## src/source/bus_pkg.sv

```systemverilog
// Bus widths and the address, data and register index types of the strobe bus

package bus_pkg;

        // Widths of the master-side bus
        localparam int addr_width = 32;
        localparam int data_width = 32;

        // Byte address as driven by the master
        typedef logic [addr_width-1:0] addr_t;

        // Read and write data word
        typedef logic [data_width-1:0] data_t;

        // Register bank word index, from address bits 4 to 2
        typedef logic [2:0] reg_index_t;

        // Scratch RAM word index, from address bits 9 to 2
        typedef logic [7:0] ram_index_t;

endpackage

```

## src/source/memory_map_pkg.sv

```systemverilog
// Slave count, slave index type, address windows and region sizes of the memory map

package memory_map_pkg;

        localparam int slave_count = 2;

        typedef logic [$clog2(slave_count)-1:0] slave_index_t;

        // Slot of each slave in the decoder and the window tables
        localparam slave_index_t register_slave = slave_index_t'(0);
        localparam slave_index_t ram_slave = slave_index_t'(1);

        // Region sizes in bytes
        localparam bus_pkg::addr_t register_bank_size = 32'h0000_0020;
        localparam bus_pkg::addr_t scratch_ram_size = 32'h0000_0400;

        // Half-open windows, base included and limit excluded
        localparam bus_pkg::addr_t register_bank_base = 32'h0000_0000;
        localparam bus_pkg::addr_t register_bank_limit = register_bank_base + register_bank_size;
        localparam bus_pkg::addr_t scratch_ram_base = 32'h0000_1000;
        localparam bus_pkg::addr_t scratch_ram_limit = scratch_ram_base + scratch_ram_size;

        // One 32-bit word per four bytes
        localparam int ram_words = scratch_ram_size / 4;

        // Window tables, element order follows register_slave and ram_slave
        localparam bus_pkg::addr_t [slave_count-1:0] slave_base =
                {scratch_ram_base, register_bank_base};
        localparam bus_pkg::addr_t [slave_count-1:0] slave_limit =
                {scratch_ram_limit, register_bank_limit};

endpackage

```

## src/source/address_decoder.sv

```systemverilog
// Registered address decoder routing each master request to one slave port set

`timescale 1ns/1ns

module address_decoder (
        input  logic           clock,
        input  logic           rst_n,
        input  bus_pkg::addr_t sb_address,
        input  logic           sb_write_strobe,
        input  logic           sb_read_strobe,
        input  bus_pkg::data_t sb_write_data,
        output bus_pkg::addr_t bank_address,
        output logic           bank_write_strobe,
        output logic           bank_read_strobe,
        output bus_pkg::data_t bank_write_data,
        output bus_pkg::addr_t ram_address,
        output logic           ram_write_strobe,
        output logic           ram_read_strobe,
        output bus_pkg::data_t ram_write_data
);

        logic [memory_map_pkg::slave_count-1:0] slave_hit;

        // Registered request towards each slave
        bus_pkg::addr_t req_address [memory_map_pkg::slave_count];
        logic           req_write_strobe [memory_map_pkg::slave_count];
        logic           req_read_strobe [memory_map_pkg::slave_count];
        bus_pkg::data_t req_write_data [memory_map_pkg::slave_count];

        for (genvar s = 0; s < memory_map_pkg::slave_count; s++) begin : g_slave
                // Base included, limit excluded
                assign slave_hit[s] = (sb_address >= memory_map_pkg::slave_base[s]) &&
                                      (sb_address < memory_map_pkg::slave_limit[s]);

                always_ff @(posedge clock or negedge rst_n) begin
                        if (!rst_n) begin
                                req_address[s] <= '0;
                                req_write_strobe[s] <= 1'b0;
                                req_read_strobe[s] <= 1'b0;
                                req_write_data[s] <= '0;
                        end else if (slave_hit[s]) begin
                                req_address[s] <= sb_address;
                                req_write_strobe[s] <= sb_write_strobe;
                                req_read_strobe[s] <= sb_read_strobe;
                                req_write_data[s] <= sb_write_data;
                        end else begin
                                // Unselected slaves see an all-zero request
                                req_address[s] <= '0;
                                req_write_strobe[s] <= 1'b0;
                                req_read_strobe[s] <= 1'b0;
                                req_write_data[s] <= '0;
                        end
                end
        end

        // Register bank port set
        assign bank_address = req_address[memory_map_pkg::register_slave];
        assign bank_write_strobe = req_write_strobe[memory_map_pkg::register_slave];
        assign bank_read_strobe = req_read_strobe[memory_map_pkg::register_slave];
        assign bank_write_data = req_write_data[memory_map_pkg::register_slave];

        // Scratch RAM port set
        assign ram_address = req_address[memory_map_pkg::ram_slave];
        assign ram_write_strobe = req_write_strobe[memory_map_pkg::ram_slave];
        assign ram_read_strobe = req_read_strobe[memory_map_pkg::ram_slave];
        assign ram_write_data = req_write_data[memory_map_pkg::ram_slave];

endmodule

```

## config.mk

```make
export PLATFORM = sky130hd
export DESIGN_NAME = address_decoder
export DESIGN_NICKNAME = d
export VERILOG_FILES = /design/src/source/bus_pkg.sv /design/src/source/memory_map_pkg.sv /design/src/source/address_decoder.sv
export SDC_FILE = /design/constraint.sdc
export NUM_CORES = 1
export LEC_CHECK = 0
export ABC_AREA = 1
export BUFFER_PORTS_ARGS = -buffer_cell sky130_fd_sc_hd__buf_4
export CORE_MARGIN = 1.5
export CORE_UTILIZATION = 47
export CTS_BUF_LIST = sky130_fd_sc_hd__clkbuf_4 sky130_fd_sc_hd__clkbuf_8
export DETAILED_ROUTE_END_ITERATION = 12
export PLACE_DENSITY_LB_ADDON = 0.25
export SYNTH_ARGS = -nofsm -noshare
export SYNTH_HDL_FRONTEND = slang
export SYNTH_SLANG_ARGS = --single-unit
```

## constraint.sdc

```tcl
create_clock -name clock -period 0.8 [get_ports clock]
set_input_delay 0.16 -clock clock [delete_from_list [all_inputs] [get_ports clock]]
set_output_delay 0.16 -clock clock [all_outputs]
set_load 0.02 [all_outputs]
```

# Yosys cells after proc, flatten, opt, wreduce, memory -nomap -nowiden
# Cells that the tools add are included.
# op_classes
n_lt_le_gt_ge	4
muxes	8
n_reduce_logical	2
# ops
cell	count
$mux 32	4
$ge 32x1->1 const B	1
$ge 32x13->1 const B	1
$lt 32x13->1 const B	1
$lt 32x6->1 const B	1
$mux 1	4
$logic_and 1x1->1	2
# word_totals
register_bits	132
in_bits	68
out_inout_bits	132
wordCells	22

# Longest topological paths before layout
# depth
depth_word	3
depth_mapped	7
ltp_nobuf	5

# Least setup slack after synthesis
# OpenSTA, ideal clock, no wires.
# synth_timing
kind	input to register
from	input sb_address[20]
to	register req_write_data (netlist bit bank_write_data[21])
setup_time_ns	0.069
arrival_ns	0.908
required_ns	0.731
path_slack_ns	-0.177
stages	7
n_path_buf	2
path_cell_list	nor2_1 nand2_1 nor2_2 nand3_1 buf_6 buf_6 nor2_2
# synth_between
elab_chain_len	3
elab_cells_between_ends	4
cone_classes	order compare: 2; mux: 1; reduce/logical: 1
# synth_lines
element	line_no	source
start, declared	address_decoder.sv:8	input bus_pkg::addr_t sb_address,
$ge 32x1->1 / $lt 32x6->1 (equally long branches)	address_decoder.sv:32, address_decoder.sv:33	
$logic_and 1x1->1 *	address_decoder.sv:32	assign slave_hit[s] = (sb_address >= memory_map_pkg::slave_base[s]) &&
$mux 32 *	address_decoder.sv:41	end else if (slave_hit[s]) begin
end signal, assigned by index	address_decoder.sv:45	req_write_data[s] <= sb_write_data;
end, declared	address_decoder.sv:28	bus_pkg::data_t req_write_data [memory_map_pkg::slave_count];
# Every way passes the cells marked *; elsewhere a longest branch is shown, timed or not.

# Final worst setup path
# layout_timing
from	register req_address (netlist bit bank_address[16])
to	output bank_address[16]
# layout_lines
element	line_no	source
start, declared	address_decoder.sv:25	bus_pkg::addr_t req_address [memory_map_pkg::slave_count];
start signal, assigned by index	address_decoder.sv:42	req_address[s] <= sb_address;
end, declared	address_decoder.sv:12	output bus_pkg::addr_t bank_address,
# No word-level cell between the ends.

==> impl_metrics.json <==
{
  "status": "finished, violations left",
  "violations": "negative setup slack",
  "synth_cell_type_count": 11,
  "postLayoutCoreUtil_pct": 94.81,
  "dieHeight_microns": 95.01,
  "rows": 33,
  "cp-startpoint": "bank_address[16]$_DFF_PN0_",
  "fin_area_sq_mm": 0.007790,
  "cts.htree.levels": 4,
  "fin_nets": 684,
  "synth_cells": 296,
  "synth_top_family_by_area": "simple AND/OR/NAND/NOR gates",
  "synthAdderAreaFrac_pct": 0,
  "area_growth_pct": 95.79,
  "gp_congestion": 0.7787,
  "cp.depth": 1,
  "fin_cells": 734,
  "antenna_found_initial": 1,
  "synth.yosys.warnings": 0,
  "post-route-min-period_ps": 1140,
  "grt_pass1_wl_microns": 17460,
  "fin_setup_tns_ps": -48810,
  "first_global_vias": 3504,
  "ys_ff_latch": 132,
  "ant_nets": 0,
  "path_clk_slew_ps": 80,
  "die-area_sq_mm": 0.009027,
  "routed_via_density": 4.654,
  "cts_tree": "yes",
  "post-dp-hpwl_microns": 6553,
  "start_util_pct": 48.42,
  "path_delay_family": "flip-flops",
  "wl_per_cell_microns": 20.85,
  "setup_viol": 216,
  "fin_ws_ps": -339.7,
  "critical_path_class": "register to output pin",
  "place_area_sq_mm": 0.005918,
  "wirelength_microns": 15310,
  "synth.area.mux_share_pct": 0,
  "worst_setup_path_end_kind": "output pin",
  "drive_above_1_share_pct": 53.03,
  "grt-ovfl-total": 0,
  "clockBufferDepth": 2,
  "fmax_mhz": 877.4,
  "critPathMaxFanout": 1,
  "critPathLaunchType": "register",
  "crit_path_top_delay_cell": "dfrtp_1",
  "max-vdd-ir-drop_mv": 1.149,
  "grt_max_degree": 42,
  "grt_setup_unrepaired": "true",
  "hold_viol": 0,
  "critical_path_arrival_ps": 980,
  "num_vias": 3416,
  "io_pins": 200,
  "holdPathStages": 3,
  "synth_xor_area_share_pct": 0,
  "core_area_sq_mm": 0.008217,
  "hold_start": "sb_write_data[13]",
  "ctsRootBufferMaster": "clkbuf_8",
  "p_leak_nw": 4.068,
  "slew_violations": 0,
  "cp_cell_sequence": "buf_6",
  "synth_seq_area_share_pct": 83.02,
  "post-place-cells": 647,
  "synth_compound_area_share_pct": 0,
  "yosys.area_share.simple_pct": 11.19,
  "grt_use_total_pct": 27.29,
  "fin_crit_sh_pct": 142.5,
  "whs_ps": 57.72,
  "final.fill_count": 201,
  "io_buffers": 199,
  "required_ps": 640,
  "numCtsBuffers": 17,
  "avgSynthCellArea_sq_um": 13.44,
  "clkSinkCount": 132,
  "max_cap_violations": 0,
  "synth_area_sq_mm": 0.003979,
  "die_w_microns": 95.01,
  "path_buf_inv": 1,
  "hp-class": "input port to register",
  "powerDensity_mw_per_mm2": 1777,
  "drt-initial-drc-count": 175,
  "crit_path_max_incr_delay_ps": 410,
  "drc": 0,
  "dr.pass1.iters": 5
}
cell usage in the layout (no fill, tap or decap), drive strengths merged, types with 2 or more instances in the layout:
cell type,count
buf,212
bufinv,2
clkbuf,25
clkinv,7
conb,48
dfrtp,132
dlygate4sd3,44
inv,49
nand2,4
nand3,4
nor2,100
synth_stat cells:
library cell / instances / area share (%)
buf_6: 2 / 0.57
nor2_1: 88 / 8.3
nand2_1: 4 / 0.38
inv_1: 47 / 4.4
nand3_1: 3 / 0.38
nor2_2: 12 / 1.9
nand3_2: 1 / 0.25
buf_2: 4 / 0.50
clkbuf_1: 2 / 0.19
dfrtp_1: 132 / 83
conb_1: 1 / 0.094
where the power goes:
part           internal, mW  switching [mW]
clock network          2.88            2.73
registers              6.79          0.0687
logic                 0.665           0.699
cell type report:
type / instances / area [sq um] / area share, %
timing repair buffer: 262 / 2799 / 35.93
clock inverter: 12 / 131.4 / 1.686
antenna: 1 / 2.502 / 0.03212
multi-input combinational: 156 / 991.0 / 12.72
tap: 105 / 131.4 / 1.686
clock buffer: 19 / 255.2 / 3.277
inverter: 47 / 176.4 / 2.265
sequential: 132 / 3303 / 42.40
routing by layer:
metal	GRT usage [%]	share of wire [%]	up-vias
met1	27.63	33	1709
li1	-	-	1452
met5	0	0	-
met3	8.931	7.8	50
met2	51.37	55	205
met4	10.57	3.7	0
kinds of logic after synthesis:
family                 count (synthesis)
DFF                                  132
and+or+nand+nor                      108
buffers and inverters                 55
other                                  1
timing repair:
item	4_1_cts	5_1_grt
pin swaps	0	12
endpoints found under the setup margin	132	192
hold endpoints to repair	210	0
cloned	0	9
buffers inserted	0	2
resized for setup	132	101
hold buffers	44	0
flip-flops by register name (all words and copies together), names as in the netlist:
register / flops
bank_address: 32
bank_write_strobe: 1
ram_address: 32
bank_read_strobe: 1
bank_write_data: 32
ram_write_data: 32
ram_write_strobe: 1
ram_read_strobe: 1
final timing paths:
path | endpoint | slack (ps)
worst max-delay path | bank_address[16] | -340
min in group asynchronous | bank_write_data[20]$_DFF_PN0_ | 340
worst min-delay path | ram_write_data[13]$_DFF_PN0_ | 60
max in group asynchronous | ram_write_data[24]$_DFF_PN0_ | 250
metrics by stage:
step / power, mW / worst slack, ps
floorplan: 7.235 / -143.5
global route: 14.26 / -376.0
detailed placement: 7.893 / -376.4
global placement: 7.867 / -326.9
finish: 13.84 / -339.7
CTS: 13.49 / -342.0
Power figures use the tool's default switching activity.
