--- src/source/bus_pkg.sv ---
// Bus widths and the address, data and register index types of the strobe bus

package bus_pkg;

        // Widths of the master-side bus
        localparam int addr_width = 32;
        localparam int data_width = 32;

        // Byte address as driven by the master
        typedef logic [addr_width-1:0] addr_t;

        // Read and write data word
        typedef logic [data_width-1:0] data_t;

        // Register bank word index, from address bits 4 to 2
        typedef logic [2:0] reg_index_t;

        // Scratch RAM word index, from address bits 9 to 2
        typedef logic [7:0] ram_index_t;

endpackage

--- src/source/read_return.sv ---
// Registered merge of slave read data and ready levels back to the master

`timescale 1ns/1ns

module read_return (
        input  logic           clock,
        input  logic           rst_n,
        input  bus_pkg::data_t bank_read_data,
        input  logic           bank_ready,
        input  bus_pkg::data_t ram_read_data,
        input  logic           ram_ready,
        output bus_pkg::data_t sb_read_data,
        output logic           sb_ready
);

        // Idle slaves drive zero data and high ready, so OR and AND
        // pick out the one slave that answers
        always_ff @(posedge clock or negedge rst_n) begin
                if (!rst_n) begin
                        sb_read_data <= '0;
                        sb_ready <= 1'b1;
                end else begin
                        sb_read_data <= bank_read_data | ram_read_data;
                        sb_ready <= bank_ready & ram_ready;
                end
        end

endmodule

--- config.mk ---
export PLATFORM = sky130hd
export DESIGN_NAME = read_return
export DESIGN_NICKNAME = d
export VERILOG_FILES = /design/src/source/bus_pkg.sv /design/src/source/read_return.sv
export SDC_FILE = /design/constraint.sdc
export NUM_CORES = 1
export LEC_CHECK = 0
export BUFFER_PORTS_ARGS = -buffer_cell sky130_fd_sc_hd__buf_2
export CAP_MARGIN = 20
export CORE_MARGIN = 3
export CORE_UTILIZATION = 31
export DETAILED_ROUTE_END_ITERATION = 7
export GPL_ROUTABILITY_DRIVEN = 0
export PLACE_DENSITY = 0.82
export SLEW_MARGIN = 40
export SYNTH_ARGS = -nofsm -noshare
export SYNTH_HDL_FRONTEND = slang
export SYNTH_SLANG_ARGS = --single-unit
--- constraint.sdc ---
create_clock -name clock -period 0.8 [get_ports clock]
set_input_delay 0.08 -clock clock [delete_from_list [all_inputs] [get_ports clock]]
set_output_delay 0.08 -clock clock [all_outputs]
set_load 0.05 [all_outputs]
# ---- Word level (Yosys, flattened, before mapping)
# Index checks and enable logic that the tools add are counted.
dict set report totals {
  in_bits 68
  reg_bits 33
  mem_bits_rw 0
  out_inout_bits 33
  rom_bits 0
  wordCells 4
  latchBits 0
  memories 0
}
dict set report classes {
  n_lt_le_gt_ge 0
  n_eq_ne 0
  add_sub_neg 0
  n_shift 0
  mux 0
  bitwise_logic 2
  n_div 0
  reduce_logical 0
  n_mul 0
}
# op n
set ops {}
lappend ops {{$or 32x32->32} 1}
lappend ops {{$and 1x1->1} 1}

# ---- Longest topological paths before layout
# Gate-level depths: netlist (run 1).
dict set report logic_depth {
  depth_word 1
  depth_mapped 1
  mapped_depth_nobuf 1
}

# ---- Worst setup path before layout (run 1)
# No wires, ideal clock.
dict set report synth_path {
  kind {register -> output}
  from {register sb_ready}
  to {output sb_ready}
  path_stages_with_launch 1
  t_arrival_ns 0.656
  t_required_ns 0.720
  n_path_buf 0
  setup_slack_ns 0.064
  path_cell_list {dfstp_2}
}
# item line_no
set synth_lines {}
lappend synth_lines {{start, declared} read_return.sv:13} ;# output logic sb_ready
lappend synth_lines {{start signal, assigned} read_return.sv:24} ;# sb_ready <= bank_ready & ram_ready;
# No word-level cell between the ends.

# ---- Final worst setup path (run 1)
dict set report layout_path {
  from {register sb_ready}
  to {output sb_ready}
}
# No word-level cell between the ends.

==> results of run 1 <==
-- routing by layer --
layer / part of all wire, % / global-route usage (%) / vias up
met3: 9.8 / 11.95 / 9
met1: 34 / 21.70 / 556
met4: 1.9 / 7.547 / 0
met5: 0 / 0 / -
met2: 54 / 44.98 / 75
li1: - / - / 549
-- area by class of cell --
| cell class | count | area share, % |
|---|---|---|
| Timing Repair Buffer | 169 | 54.89 |
| Sequential cell | 33 | 32.51 |
| Clock buffer | 8 | 2.312 |
| Tap cell | 44 | 2.164 |
| Multi-Input combinational cell | 33 | 8.116 |
-- kinds of logic after synthesis --
kind of cell	after synthesis	share of synthesized area (%)
flops	33	80.02
simple gates	33	19.98
-- what timing repair did --
| action | in CTS | in global routing |
|---|---|---|
| endpoints found under the hold margin | 66 | 0 |
| setup endpoints to repair | 33 | 33 |
| gates resized for setup | 67 | 0 |
| hold buffers | 67 | 0 |
| setup buffers | 0 | 0 |
-- power breakdown --
| part | internal (mW) | total, mW | switching [mW] |
|---|---|---|---|
| combinational | 0.536 | 1.04 | 0.503 |
| sequential | 1.75 | 1.80 | 0.0428 |
| clock | 0.433 | 0.956 | 0.522 |
-- sequential cells by signal, indices dropped and copies added, names as in the netlist --
register and flops:
sb_ready 1, sb_read_data 32
-- metrics by stage --
step | total power [mW] | TNS [ns] | util [%]
after floorplan | 2.171 | 0 | -
after detailed placement | 2.454 | -0.01876 | 51.28
after global routing | 3.968 | -6.357 | 81.32
after CTS | 3.772 | -5.312 | 81.32
after global placement | 2.443 | -0.01576 | 51.28
final | 3.791 | -4.977 | 81.32
-- cell usage in the layout, fill, tap and decap left out --
cell type	instances
dlygate4sd3_1	67
buf_2	67
or2_1	32
buf_6	32
dfrtp_1	32
clkbuf_4	5
clkbuf_1	2
buf_4	2
and2_1	1
clkbuf_8	1
buf_8	1
dfstp_2	1
-- worst max-delay path by stage --
stage                        from  endpoint
6_report       sb_ready$_DFF_PN1_  sb_ready
3_3_place_gp   sb_ready$_DFF_PN1_  sb_ready
2_1_floorplan  sb_ready$_DFF_PN1_  sb_ready
3_5_place_dp   sb_ready$_DFF_PN1_  sb_ready
5_1_grt        sb_ready$_DFF_PN1_  sb_ready
4_1_cts        sb_ready$_DFF_PN1_  sb_ready
==> results.cfg, run 1 <==
[die]
chipWidth_um = 63.74
initial_core_util_pct = 33.04
ios = 101
core_area_um2 = 3128
dieHeight_um = 63.74
rows = 20
die-area_um2 = 4063

[sta]
fin_ws_ns = -0.2981
relSlewSlack_pct = 87.25
period_minus_slack_ns = 1.098
rsz0062_at_grt = true
hold_violations = 0
fmax_ghz = 0.9107
worst_pin_slew_ns = 0.1913
period_share_pct = 137.3
finalSetupViolCount = 34
hold_slack_ns = 0.1029
drv_slew = 0

[worst_setup_path]
worst-setup-path-type = reg2out
crit_arrival_ns = 1.02
critPathTopFamily = flip-flops
cp.depth = 1
start_kind = register
path_max_fanout = 1
slowest_delay_ns = 0.55
crit_buf_inv = 1
crit_chain = buf_8
end_kind = output pin
critPathSlowestCell = dfstp_2
cp.required_ns = 0.72

[yosys]
ys_ff_latch = 33
synth_edf_count = 0
syn_nets = 134
async_flop_share_pct = 100.0
yosysWarnings = 0
yosys-top-cells-count = dfrtp_1 (32), or2_1 (32), and2_1 (1), dfstp_2 (1)
synthDominantCellAreaShare_pct = 77.48
postSynthAreaPerCell_um2 = 15.66
syn-cell-area_um2 = 1033
netlist_instances = 66
synth_cell_types = 4
yosysTopAreaCell = dfrtp_1
yosysSeqAreaShare_pct = 80.02
synth_area_leaders = dfrtp_1 (77%), or2_1 (19%), dfstp_2 (2.5%)
synthFlopType = dfrtp_1

[grt]
grt_max_degree = 16
grt_overflow = 0
grt_pass1_wl_mm = 6.989
antenna_found_initial = 0
grt.total_usage_pct = 23.77
grt_pass1_vias = 1432

[routing]
vias = 1189
wl_per_cell_um = 15.29
wl_mm = 4.389
ant_nets = 0
dr.pass1.iters = 4
drt_iter0_markers = 19
drc = 0
viasPerCell = 4.143

[cts]
cts.sinks = 33
clk_pin_slew_worst_paths_ns = 0.09
cts_tree = yes
cts_made_buffers = 5
ctsHtreeMaxLevel = 2
clockBufferDepth = 2
root_buffer = clkbuf_4

[final_layout]
fin_area_um2 = 2544
drive_above_1_share_pct = 44.86
multi_input_area_um2 = 206.4
layoutNonFillerInstCount = 287
fillers = 165
area_growth_pct = 146.1
diodes = 0
area.sequential_um2 = 827.0
nets = 310

[run_status]
status = finished with violations
violations = negative setup slack

[hold_path]
hold_path_class = in2async

[place]
post-place-ws_ns = -0.01876
port_buffers = 100
place_area_um2 = 1604
place_inst = 212

[pwr]
ir_drop_v = 0.001149
p_per_area_nw_per_um2 = 1490
p_leak_nw = 1.186

[job]
cap_violations = 0
Power figures use the tool's default switching activity.
==> inputs of run 2 (changes only) <==
- ABC_AREA: unset -> 1
- CELL_PAD_IN_SITES_DETAIL_PLACEMENT: unset -> 1
- CELL_PAD_IN_SITES_GLOBAL_PLACEMENT: unset -> 1
- CORE_ASPECT_RATIO: unset -> 1.4
- CORE_UTILIZATION: 31 -> 22
==> results.cfg, run 2 <==
[run_status]
status = finished with violations
violations = negative hold slack, negative setup slack

[worst_setup_path]
start_kind = register
crit_buf_inv = 1
critPathTopFamily = flip-flops
slowest_delay_ns = 0.54
path_max_fanout = 1
end_kind = output pin
cp.required_ns = 0.72
crit_arrival_ns = 0.95
worst-setup-path-type = reg2out
crit_chain = buf_8
critPathSlowestCell = dfstp_2

[cts]
cts.sinks = 33
ctsHtreeMaxLevel = 2
post_cts_buffers = 0
clockBufferDepth = 2
root_buffer = clkbuf_8
cts_made_buffers = 5
clk_pin_slew_worst_paths_ns = 0.07
cts_tree = yes

[pwr]
switchingPower_mw = 1.187
seqPwrFrac_pct = 42.6
p_sw_share_pct = 28.11
p_leak_nw = 1.515
p_per_area_nw_per_um2 = 1591
pwr-share-clk_pct = 32.3
cell_internal_pwr_mw = 3.037
ir_drop_v = 0.0009438
comb_power_share_pct = 25.1

[final_layout]
fin_area_um2 = 2655
final_cell_mix = buf_2 (67), inv_1 (65), dlygate4sd3_1 (53)
top_register = sb_read_data
final_common_cell = buf_2
drive_above_1_share_pct = 37.97
area_growth_pct = 122.2
utilization_pct = 51.08
largest_register_ffs = 32
nets = 362
reg_top3 = sb_read_data (32), sb_ready (1)
diodes = 0

[sta]
relSlewSlack_pct = 84.49
hold_slack_ns = -0.002083
fmax_ghz = 0.9707
finalSetupViolCount = 33
drv_slew = 0
hold_violations = 1
rsz0062_at_grt = true
fin_ws_ns = -0.2301
period_share_pct = 128.8
worst_pin_slew_ns = 0.2326
tns_ns = -3.008
period_minus_slack_ns = 1.030

[yosys]
synthFlopType = dfrtp_1
yosysSeqAreaShare_pct = 69.21
synth_top_family_by_area = buffers and inverters
synth_cell_types = 4
yosys-top-cells-count = inv_1 (65), nand2_1 (33), dfrtp_1 (32)
yosys.area_share.adder_pct = 0
synth_xor_area_share_pct = 0
muxShareOfSynthArea_pct = 0
netlist_instances = 131
synthDominantCellAreaShare_pct = 67.02
syn-cell-area_um2 = 1195
async_flop_share_pct = 100.0
postSynthAreaPerCell_um2 = 9.121
yosysMostFrequentCell = inv_1
synth_edf_count = 0
synth_compound_area_share_pct = 0
synth-simple-area-share_pct = 10.37
ys_ff_latch = 33
synth_area_leaders = dfrtp_1 (67%), inv_1 (20%), nand2_1 (10%)
syn_nets = 199
yosysWarnings = 0
yosysTopAreaCell = dfrtp_1

[grt]
grt_max_degree = 15
gr-usage-met3_pct = 4.087
grt_pass1_wl_mm = 7.659
grt_pass1_vias = 1637
grt_overflow = 0
antenna_found_initial = 0
grt.total_usage_pct = 16.82
use_met1_pct = 14.21
busiest_layer = met2
use_met2_pct = 35.24

[job]
cap_violations = 0

[hold_path]
holdPathEnd = sb_read_data[4]$_DFF_PN0_
hold_path_class = in2reg
hold_path.startpoint = ram_read_data[4]
min_path_cells = 3

[die]
chipWidth_um = 68.29
initial_core_util_pct = 22.99
ios = 101
dieHeight_um = 93.20
die-area_um2 = 6364
rows = 31
core_area_um2 = 5197

[routing]
drt_iter0_markers = 29
ant_nets = 0
wl_per_cell_um = 13.80
dr.pass1.iters = 2
viasPerCell = 3.812
vias = 1376
wl_mm = 4.980
drc = 0

[place]
place_hpwl_mm = 2.919
port_buffers = 100
place_area_um2 = 1813
post-place-ws_ns = -0.02201
run 2: power groups by stage:
stage	logic [mW]	clock network (mW)	registers (mW)
2_1_floorplan	0.0891	0	2.12
3_3_place_gp	0.713	0	1.80
3_5_place_dp	0.734	0	1.80
4_1_cts	1.04	1.42	1.80
5_1_grt	1.14	1.50	1.80
6_report	1.06	1.37	1.80
run 2: worst max path at each step:
| stage | start | end | slack [ns] | cells after the start |
|---|---|---|---|---|
| floorplan | sb_ready$_DFF_PN1_ | sb_ready | 0.06 | 0 |
| global placement | sb_ready$_DFF_PN1_ | sb_ready | -0.02 | 1 |
| detailed placement | sb_ready$_DFF_PN1_ | sb_ready | -0.02 | 1 |
| CTS | sb_ready$_DFF_PN1_ | sb_ready | -0.25 | 1 |
| global route | sb_ready$_DFF_PN1_ | sb_ready | -0.26 | 1 |
| finish | sb_ready$_DFF_PN1_ | sb_ready | -0.23 | 1 |
run 2: cell type report:
cell class              instances  area, µm²
multi-input cells              33      123.9
well taps                      66      82.58
flip-flops and latches         33      827.0
repair buffers                156       1276
clock inverters                 1      5.005
fillers                       614       2542
clock buffers                   7      96.34
inverters                      65      244.0
run 2: through the flow:
stage	std cells	total power, mW
after floorplan	131	2.208
after global placement	300	2.514
after detailed placement	300	2.538
after CTS	360	4.253
after global routing	361	4.442
final	361	4.224
run 2: layer usage:
layer / vias up / wire length (µm)
li1: 653 / -
met1: 656 / 1441
met2: 57 / 3196
met3: 10 / 234
met4: 0 / 108
met5: - / 0
run 2: kinds of logic after synthesis:
group	count (synthesis)
buffers and inverters	65
flip-flops	33
AND/OR/NAND/NOR	33
run 2: what timing repair did:
action,in CTS,in global routing
hold buffers,52,1
endpoints found under the hold margin,61,1
pin swaps,0,0
resized for setup,67,0
setup endpoints to repair,33,33
run 2: tightest hold or removal path, delay by kind of cell:
family                 cells  cell delay (ns)
buffers and inverters      2             0.10
AND/OR/NAND/NOR            1             0.05
