==> src/source/bus_pkg.sv <==
// Bus widths and the address, data and register index types of the strobe bus

package bus_pkg;

        // Widths of the master-side bus
        localparam int addr_width = 32;
        localparam int data_width = 32;

        // Byte address as driven by the master
        typedef logic [addr_width-1:0] addr_t;

        // Read and write data word
        typedef logic [data_width-1:0] data_t;

        // Register bank word index, from address bits 4 to 2
        typedef logic [2:0] reg_index_t;

        // Scratch RAM word index, from address bits 9 to 2
        typedef logic [7:0] ram_index_t;

endpackage

==> src/source/register_bank.sv <==
// Eight read/write control registers with a one-cycle registered read

`timescale 1ns/1ns

module register_bank (
        input  logic           clock,
        input  logic           rst_n,
        input  bus_pkg::addr_t address,
        input  logic           write_strobe,
        input  logic           read_strobe,
        input  bus_pkg::data_t write_data,
        output bus_pkg::data_t read_data,
        output logic           ready
);

        localparam int register_count = 8;

        bus_pkg::data_t     registers [register_count];
        bus_pkg::reg_index_t word_index;

        // Word address, byte offset dropped
        assign word_index = address[4:2];

        // Register file, cleared on reset
        always_ff @(posedge clock or negedge rst_n) begin
                if (!rst_n) begin
                        for (int i = 0; i < register_count; i++) begin
                                registers[i] <= '0;
                        end
                end else if (write_strobe) begin
                        registers[word_index] <= write_data;
                end
        end

        // Read data for one cycle only, zero otherwise so the OR merge works
        always_ff @(posedge clock or negedge rst_n) begin
                if (!rst_n) begin
                        read_data <= '0;
                end else if (read_strobe) begin
                        read_data <= registers[word_index];
                end else begin
                        read_data <= '0;
                end
        end

        // Never stalls the bus
        assign ready = 1'b1;

endmodule

==> config.mk <==
export PLATFORM = sky130hd
export DESIGN_NAME = register_bank
export DESIGN_NICKNAME = d
export VERILOG_FILES = /design/src/source/bus_pkg.sv /design/src/source/register_bank.sv
export SDC_FILE = /design/constraint.sdc
export NUM_CORES = 1
export LEC_CHECK = 0
export BUFFER_PORTS_ARGS = -buffer_cell sky130_fd_sc_hd__clkbuf_2
export CORE_AREA = 2 2 194 139
export DETAILED_ROUTE_END_ITERATION = 8
export DIE_AREA = 0 0 196 141
export HOLD_SLACK_MARGIN = 0.15
export PLACE_DENSITY = 0.71
export SYNTH_ARGS = -nofsm -noshare
export SYNTH_HDL_FRONTEND = slang
export SYNTH_SLANG_ARGS = --single-unit
==> constraint.sdc <==
create_clock -name clock -period 1 [get_ports clock]
set_clock_uncertainty 0.05 [all_clocks]
set_input_delay 0.2 -clock clock [delete_from_list [all_inputs] [get_ports clock]]
set_output_delay 0.2 -clock clock [all_outputs]
set_load 0.05 [all_outputs]
Word level (Yosys, flattened, before mapping)
Index checks and enable logic that the tools add are counted.
Storage, ports and cells
  flip-flop bits (word level): 288
  input port bits: 68
  word-level logic and storage cells: 20
Cells by class
  $lt $le $gt $ge: 2
  mux-type cells: 7
  bitwise gates (word level): 1
  reductions and logical operators: 1
Operators with widths (count)
  bitwise mux 256 bit: 1
  2-to-1 mux 32 bit: 4
  binary-select mux 32 bit (select 3 bit): 1
  demux 32 bit (select 3 bit): 1
  greater-or-equal comparator 4 bit, second input constant: 1
  less-than comparator 4 x 1 -> 1 bit, second input constant: 1
  inverter 3 -> 4 bit: 1
  logical AND 1 bit: 1

Logic depth before layout (Yosys ltp)
Gate-level depths: netlist (run 1).
  word-level depth: 6
  depth in mapped cells: 7
  gate-level depth less buffers: 4

Least setup slack after synthesis (run 1)
Ideal clock, no wire load.
  kind: input to register
  from: input address[3]
  to: register registers[193] (netlist name)
  setup time: 0.125 ns
  arrival time: 1.393 ns
  required time: 0.825 ns
  path slack: -0.568 ns
  stages on the path: 6
  path buffers: 3
  cells stage by stage: buf_6 > or2_2 > buf_2 > nor2_4 > buf_4 > mux2_2
Between the ends
  word-level cells in the longest chain between the ends: 6
  elaborated cells between the ends (all ways): 7
  those cells by class: 2 x order compare; 3 x mux; 1 x bitwise; 1 x reduce/logical
Ends and longest elaborated chain
  start, declared: RTL line register_bank.sv:8  | input bus_pkg::addr_t address,
  inverter 3 -> 4 bit (implied by the code) *: RTL line register_bank.sv:31  | registers[word_index] <= write_data;
  greater-or-equal comparator 4 bit (implied by the code) / less-than comparator 4 x 1 -> 1 bit (equally long branches): RTL line register_bank.sv:31
  logical AND 1 bit (implied by the code): RTL line register_bank.sv:31
  2-to-1 mux 32 bit (implied by the code): RTL line register_bank.sv:31
  demux 32 bit (select 3 bit) *: RTL line register_bank.sv:31
  bitwise mux 256 bit *: RTL line register_bank.sv:31
  end signal, assigned by index: RTL line register_bank.sv:31
  end, declared: RTL line register_bank.sv:18  | bus_pkg::data_t registers [register_count];
Mark *: on every way between the ends. The rest lies on a longest branch, timed or not.
A chain may end at the register's enable or synchronous reset.

Final worst setup path (run 1)
  from: register read_data[14]
  to: output read_data[14]
RTL lines
  start, declared: RTL line register_bank.sv:12  | output bus_pkg::data_t read_data,
  start signal, assigned: RTL line register_bank.sv:40  | read_data <= registers[word_index];
No word-level cell between the ends.

==> results of run 1 <==
worst paths after layout:
path                                            from                        end  slack (ns)  depth (start not counted)
max in group asynchronous                      rst_n  registers[84]$_DFFE_PN0P_        0.25                          3
setup / recovery             read_data[14]$_DFF_PN0_              read_data[14]       -0.40                          1
setup reg to reg           registers[10]$_DFFE_PN0P_    read_data[10]$_DFF_PN0_       -0.17                          3
min in group asynchronous                      rst_n  registers[46]$_DFFE_PN0P_        0.16                          3
hold / removal                            address[3]    read_data[11]$_DFF_PN0_        0.14                          4
hold reg to reg            registers[47]$_DFFE_PN0P_  registers[47]$_DFFE_PN0P_        0.45                          1
cells by family after synthesis:
family | Yosys count | synth area share, %
and+or+nand+nor | 48 | 2.20
buffers and inverters | 69 | 3.21
AOI/OAI and AO/OA | 121 | 6.49
other | 1 | 0.0294
DFF | 288 | 56.5
muxes | 359 | 31.6
Yosys cell counts (all sizes together), types with 2 or more instances:
master / number
a211oi: 25
a21oi: 25
buf: 53
clkbuf: 15
dfrtp: 288
mux2: 256
mux2i: 103
nand2: 12
nand2b: 2
nand4: 2
nor2: 13
nor3b: 16
o21a: 7
o22ai: 39
o31a: 25
or2: 3
flip-flops by register name, summed over array words and instances (netlist names):
signal,count
registers,256
read_data,32
timing repair:
item / CTS / global route
buffers inserted: 13 / 17
resized for setup: 69 / 56
pin swaps: 37 / 40
cloned: 0 / 0
hold endpoints to repair: 576 / 1
setup endpoints to repair: 63 / 110
worst register-to-register path: cells and delay by family (launching register included):
kind | cells | cell delay, ns
AO/OA/AOI/OAI | 2 | 0.43
multiplexers | 1 | 0.14
flip-flops | 1 | 0.39
where the power goes:
part / switching, uW / leakage, uW / internal [uW]
Sequential: 1370 / 0.00349 / 14100
Combinational: 3010 / 0.00377 / 4740
Clock: 4590 / 0.000475 / 6410
routing by layer:
| layer | vias up | share of wire, % |
|---|---|---|
| met1 | 4260 | 48 |
| met5 | - | 0 |
| met2 | 144 | 46 |
| met3 | 37 | 4.0 |
| met4 | 0 | 1.8 |
| li1 | 3674 | - |
through the flow:
stage / setup WS, ns / util (%) / instance area (um^2) / hold WS [ns] / cells
finish: -0.395 / 64.1 / 16700 / 0.141 / 1450
global route: -0.424 / 64.1 / 16700 / 0.141 / 1450
CTS: -0.430 / 63.3 / 16500 / 0.183 / 1435
detailed placement: -0.562 / 56.7 / 14700 / -0.0118 / 1334
global placement: -0.540 / 56.7 / 14700 / -0.00872 / 1334
floorplan: -0.499 / - / 13400 / -0.146 / 886
final cells by class:
type / count / area [um^2]
clock buffers: 36 / 761
clock inverters: 16 / 194
fillers: 1866 / 9340
inverters: 1 / 3.75
multi-input cells: 529 / 5580
flip-flops and latches: 288 / 7210
well taps: 338 / 423
repair buffers: 242 / 2520
==> results.cfg, run 1 <==
[synth]
ys_ff_latch = 288
synth-main-ff-cell = dfrtp_1
ys_seq_area_share_pct = 56.5
synth-edff-count = 0
ys_top_cells_by_area = dfrtp_1 57%, mux2_2 20%, mux2i_1 8.1%
synthCells = 886
syn_area_um2 = 12800
synth_top_area_share_pct = 56.5
synth_top_area_cell = dfrtp_1
syn_avg_cell_area_um2 = 14.4
syn-num-nets = 954
synth_cell_types = 26
ys_warn_count = 0
synthArstFlopShare_pct = 100

[global_route]
use_met3_pct = 3.61
grt_pass1_wl_um = 48900
overflow = 0
grt_max_degree = 62
met2_usage_pct = 35.1
met1_usage_pct = 34.2
busiest_layer = met2
grt_pass1_vias = 8402
grtUsageTotal_pct = 22.8
antenna_found_initial = 0

[min_path]
worst_hold_path_type = in -> reg

[timing]
min_period_ns = 1.40
max_freq_ghz = 0.717
min_period_over_period_pct = 140
rsz0062_at_grt = true
finalSetupViolCount = 68
finalHoldViolations = 0
report.final.slew_viol_count = 0
fin_setup_tns_ns = -14.39
setup_ws_ns = -0.395

[routing]
via_per_inst = 5.60
wl_um = 30700
drt_drc_violations_left = 0
vias = 8115
drt_iter0_markers = 491
drtPass1Iterations = 4
wl_per_cell_um = 21.2
ant_nets = 0

[cts]
clk_pin_slew_ns = 0.06
cts_tree = built
worstSkewPairLatency_ns = 0.57
holdBufCountCts = 36
numClockSinks = 288
clk_path_buf_depth = 3
htreeDepth = 1
root_buffer = clkbuf_16
cts-buffers-inserted = 28

[worst_setup_path]
path_buf_inv = 1
crit_family = flip-flops
critPathRequiredTime_ns = 0.75
critPathLaunchType = flop
slowest_stage = dfrtp_1
crit_chain = buf_8
critPathArrivalTime_ns = 1.15
slowest_delay_ns = 0.41
critPathMaxFanout = 1
worstSetupPathType = reg -> out
crit_path_end_kind = output pin

[layout]
fin_nets = 1158
mostFrequentLayoutCells = 288 x dfrtp_1, 130 x mux2_2, 126 x mux2_4, 100 x mux2i_1, 100 x buf_4
diodes = 0
drive_gt1_share_pct = 47.9
area_delta_synth_final_pct = 30.8
final_common_cell = dfrtp_1

[run_status]
violations = setup timing
status = finished with violations

[floorplan]
num_rows = 50
fp.dieArea_um2 = 27600
pin_count = 101
core_area_um2 = 26000
die_x_um = 196
start_util_pct = 49.0
chipHeight_um = 141

[power_and_ir_drop]
p_leak_uw = 0.00774
power_density_nw_per_um2 = 2050
total_power_uw = 34200
peakVddDrop_v = 0.00136

[placed_design]
io_buffers = 70
dp_hpwl_um = 19000
gp_congestion = 0.760

[job]
maxCapViolations = 0
Note: power is estimated with default switching activity, not from simulation.
==> inputs of run 2 (changes only) <==
- TNS_END_PERCENT: unset -> 50
==> results.cfg, run 2 (synthesis results as in run 1) <==
[run_status]
status = finished with violations
violations = setup timing

[floorplan]
start_util_pct = 49.0
chipHeight_um = 141
num_rows = 50
pin_count = 101
die_x_um = 196
fp.dieArea_um2 = 27600
core_area_um2 = 26000

[worst_setup_path]
critPathLaunchType = flop
path_buf_inv = 1
slowest_delay_ns = 0.43
critPathMaxFanout = 1
crit_chain = buf_8
crit_family = flip-flops
worstSetupPathType = reg -> out
critPathArrivalTime_ns = 1.14
crit_path_end_kind = output pin
slowest_stage = dfrtp_1
critPathRequiredTime_ns = 0.75

[routing]
wl_um = 30500
wl_per_cell_um = 21.5
drtPass1Iterations = 5
via_per_inst = 5.61
drt_iter0_markers = 479
vias = 7969
drt_drc_violations_left = 0
ant_nets = 0

[layout]
final_common_cell = dfrtp_1
drive_gt1_share_pct = 46.6
area_delta_synth_final_pct = 28.7
mostFrequentLayoutCells = 288 x dfrtp_1, 152 x mux2_2, 103 x mux2_4, 101 x mux2i_1, 68 x buf_4
fin_util_pct = 63.1
largest_reg_flops = 256
largestRegisters = registers (256), read_data (32)
regMostFlops = registers
fin_nets = 1129
layout.cells.non_filler = 1421

[global_route]
grt_pass1_vias = 8378
antenna_found_initial = 1
grt_pass1_wl_um = 48600
overflow = 0
grtUsageTotal_pct = 22.4
grt_max_degree = 55

[cts]
root_buffer = clkbuf_16
numClockSinks = 288
clk_path_buf_depth = 3
cts-buffers-inserted = 28
clk_pin_slew_ns = 0.06
worstSkewPairLatency_ns = 0.54
htreeDepth = 1
holdBufCountCts = 34
cts_tree = built

[placed_design]
dp.cells = 1320
gp_congestion = 0.750
io_buffers = 70
dp_hpwl_um = 19200

[power_and_ir_drop]
peakVddDrop_v = 0.00138
power_density_nw_per_um2 = 2040
p_leak_uw = 0.00753

[timing]
finalHoldViolations = 0
max_freq_ghz = 0.717
min_period_over_period_pct = 139
finalSetupViolCount = 82
min_period_ns = 1.39
report.final.slew_viol_count = 0
setup_ws_ns = -0.394
rsz0062_at_grt = true

[min_path]
worst_hold_path_type = in -> async

[job]
maxCapViolations = 0
run 2: cell types whose count changed in the layout (fill, tap and decap cells not counted), moves of 5 or more:
cell      delta
a21oi_1      -5
clkbuf_8     +8
mux2_4      -23
a21oi_2      +5
buf_4       -32
mux2_2      +22
clkinv_2     -5
run 2: layer usage:
layer | routed length (um) | GRT usage (%) | vias up
met2 | 13900 | 34.9 | 190
li1 | - | - | 3604
met1 | 14700 | 33.4 | 4133
met3 | 1380 | 3.66 | 42
met4 | 503 | 4.59 | 0
met5 | 0 | 0 | -
run 2: final timing paths:
kind | from | endpoint | slack [ns] | depth (start not counted)
max | read_data[11]$_DFF_PN0_ | read_data[11] | -0.39 | 1
min | rst_n | registers[123]$_DFFE_PN0P_ | 0.07 | 2
max reg2reg | registers[141]$_DFFE_PN0P_ | read_data[13]$_DFF_PN0_ | -0.17 | 3
min reg2reg | registers[135]$_DFFE_PN0P_ | registers[135]$_DFFE_PN0P_ | 0.45 | 1
max in group asynchronous | rst_n | registers[36]$_DFFE_PN0P_ | 0.24 | 3
min in group clock | address[2] | read_data[4]$_DFF_PN0_ | 0.20 | 4
run 2: timing repair:
item,in CTS,in global routing
hold endpoints to repair,576,14
pin swaps,20,36
gates cloned,0,1
setup endpoints to repair,68,137
resized for setup,73,58
buffers inserted,1,13
run 2: cell type report:
cell class,instances,area (um^2)
fill,1912,9610
sequential,288,7210
multi-input combinational,529,5500
timing repair buffer,213,2320
clock buffer,44,892
tap,338,423
clock inverter,7,62.6
inverter,1,3.75
antenna,1,2.50
run 2: where the power goes:
part	internal [uW]	switching, uW	leakage, uW
combinational	4370	2920	0.00356
sequential	14100	1380	0.00349
clock	6350	4430	0.000475
run 2: per-stage QoR:
stage / area (um^2) / hold slack (ns) / total power (uW) / TNS (ns) / setup slack, ns
2_1_floorplan: 13200 / -0.146 / 19900 / -103.82 / -0.500
3_3_place_gp: 14500 / 0.0299 / 21800 / -143.37 / -0.566
3_5_place_dp: 14500 / 0.0283 / 22100 / -146.97 / -0.564
4_1_cts: 16200 / 0.0686 / 33300 / -14.12 / -0.431
5_1_grt: 16400 / 0.0898 / 35000 / -16.70 / -0.411
6_report: 16400 / 0.0732 / 33600 / -13.95 / -0.394
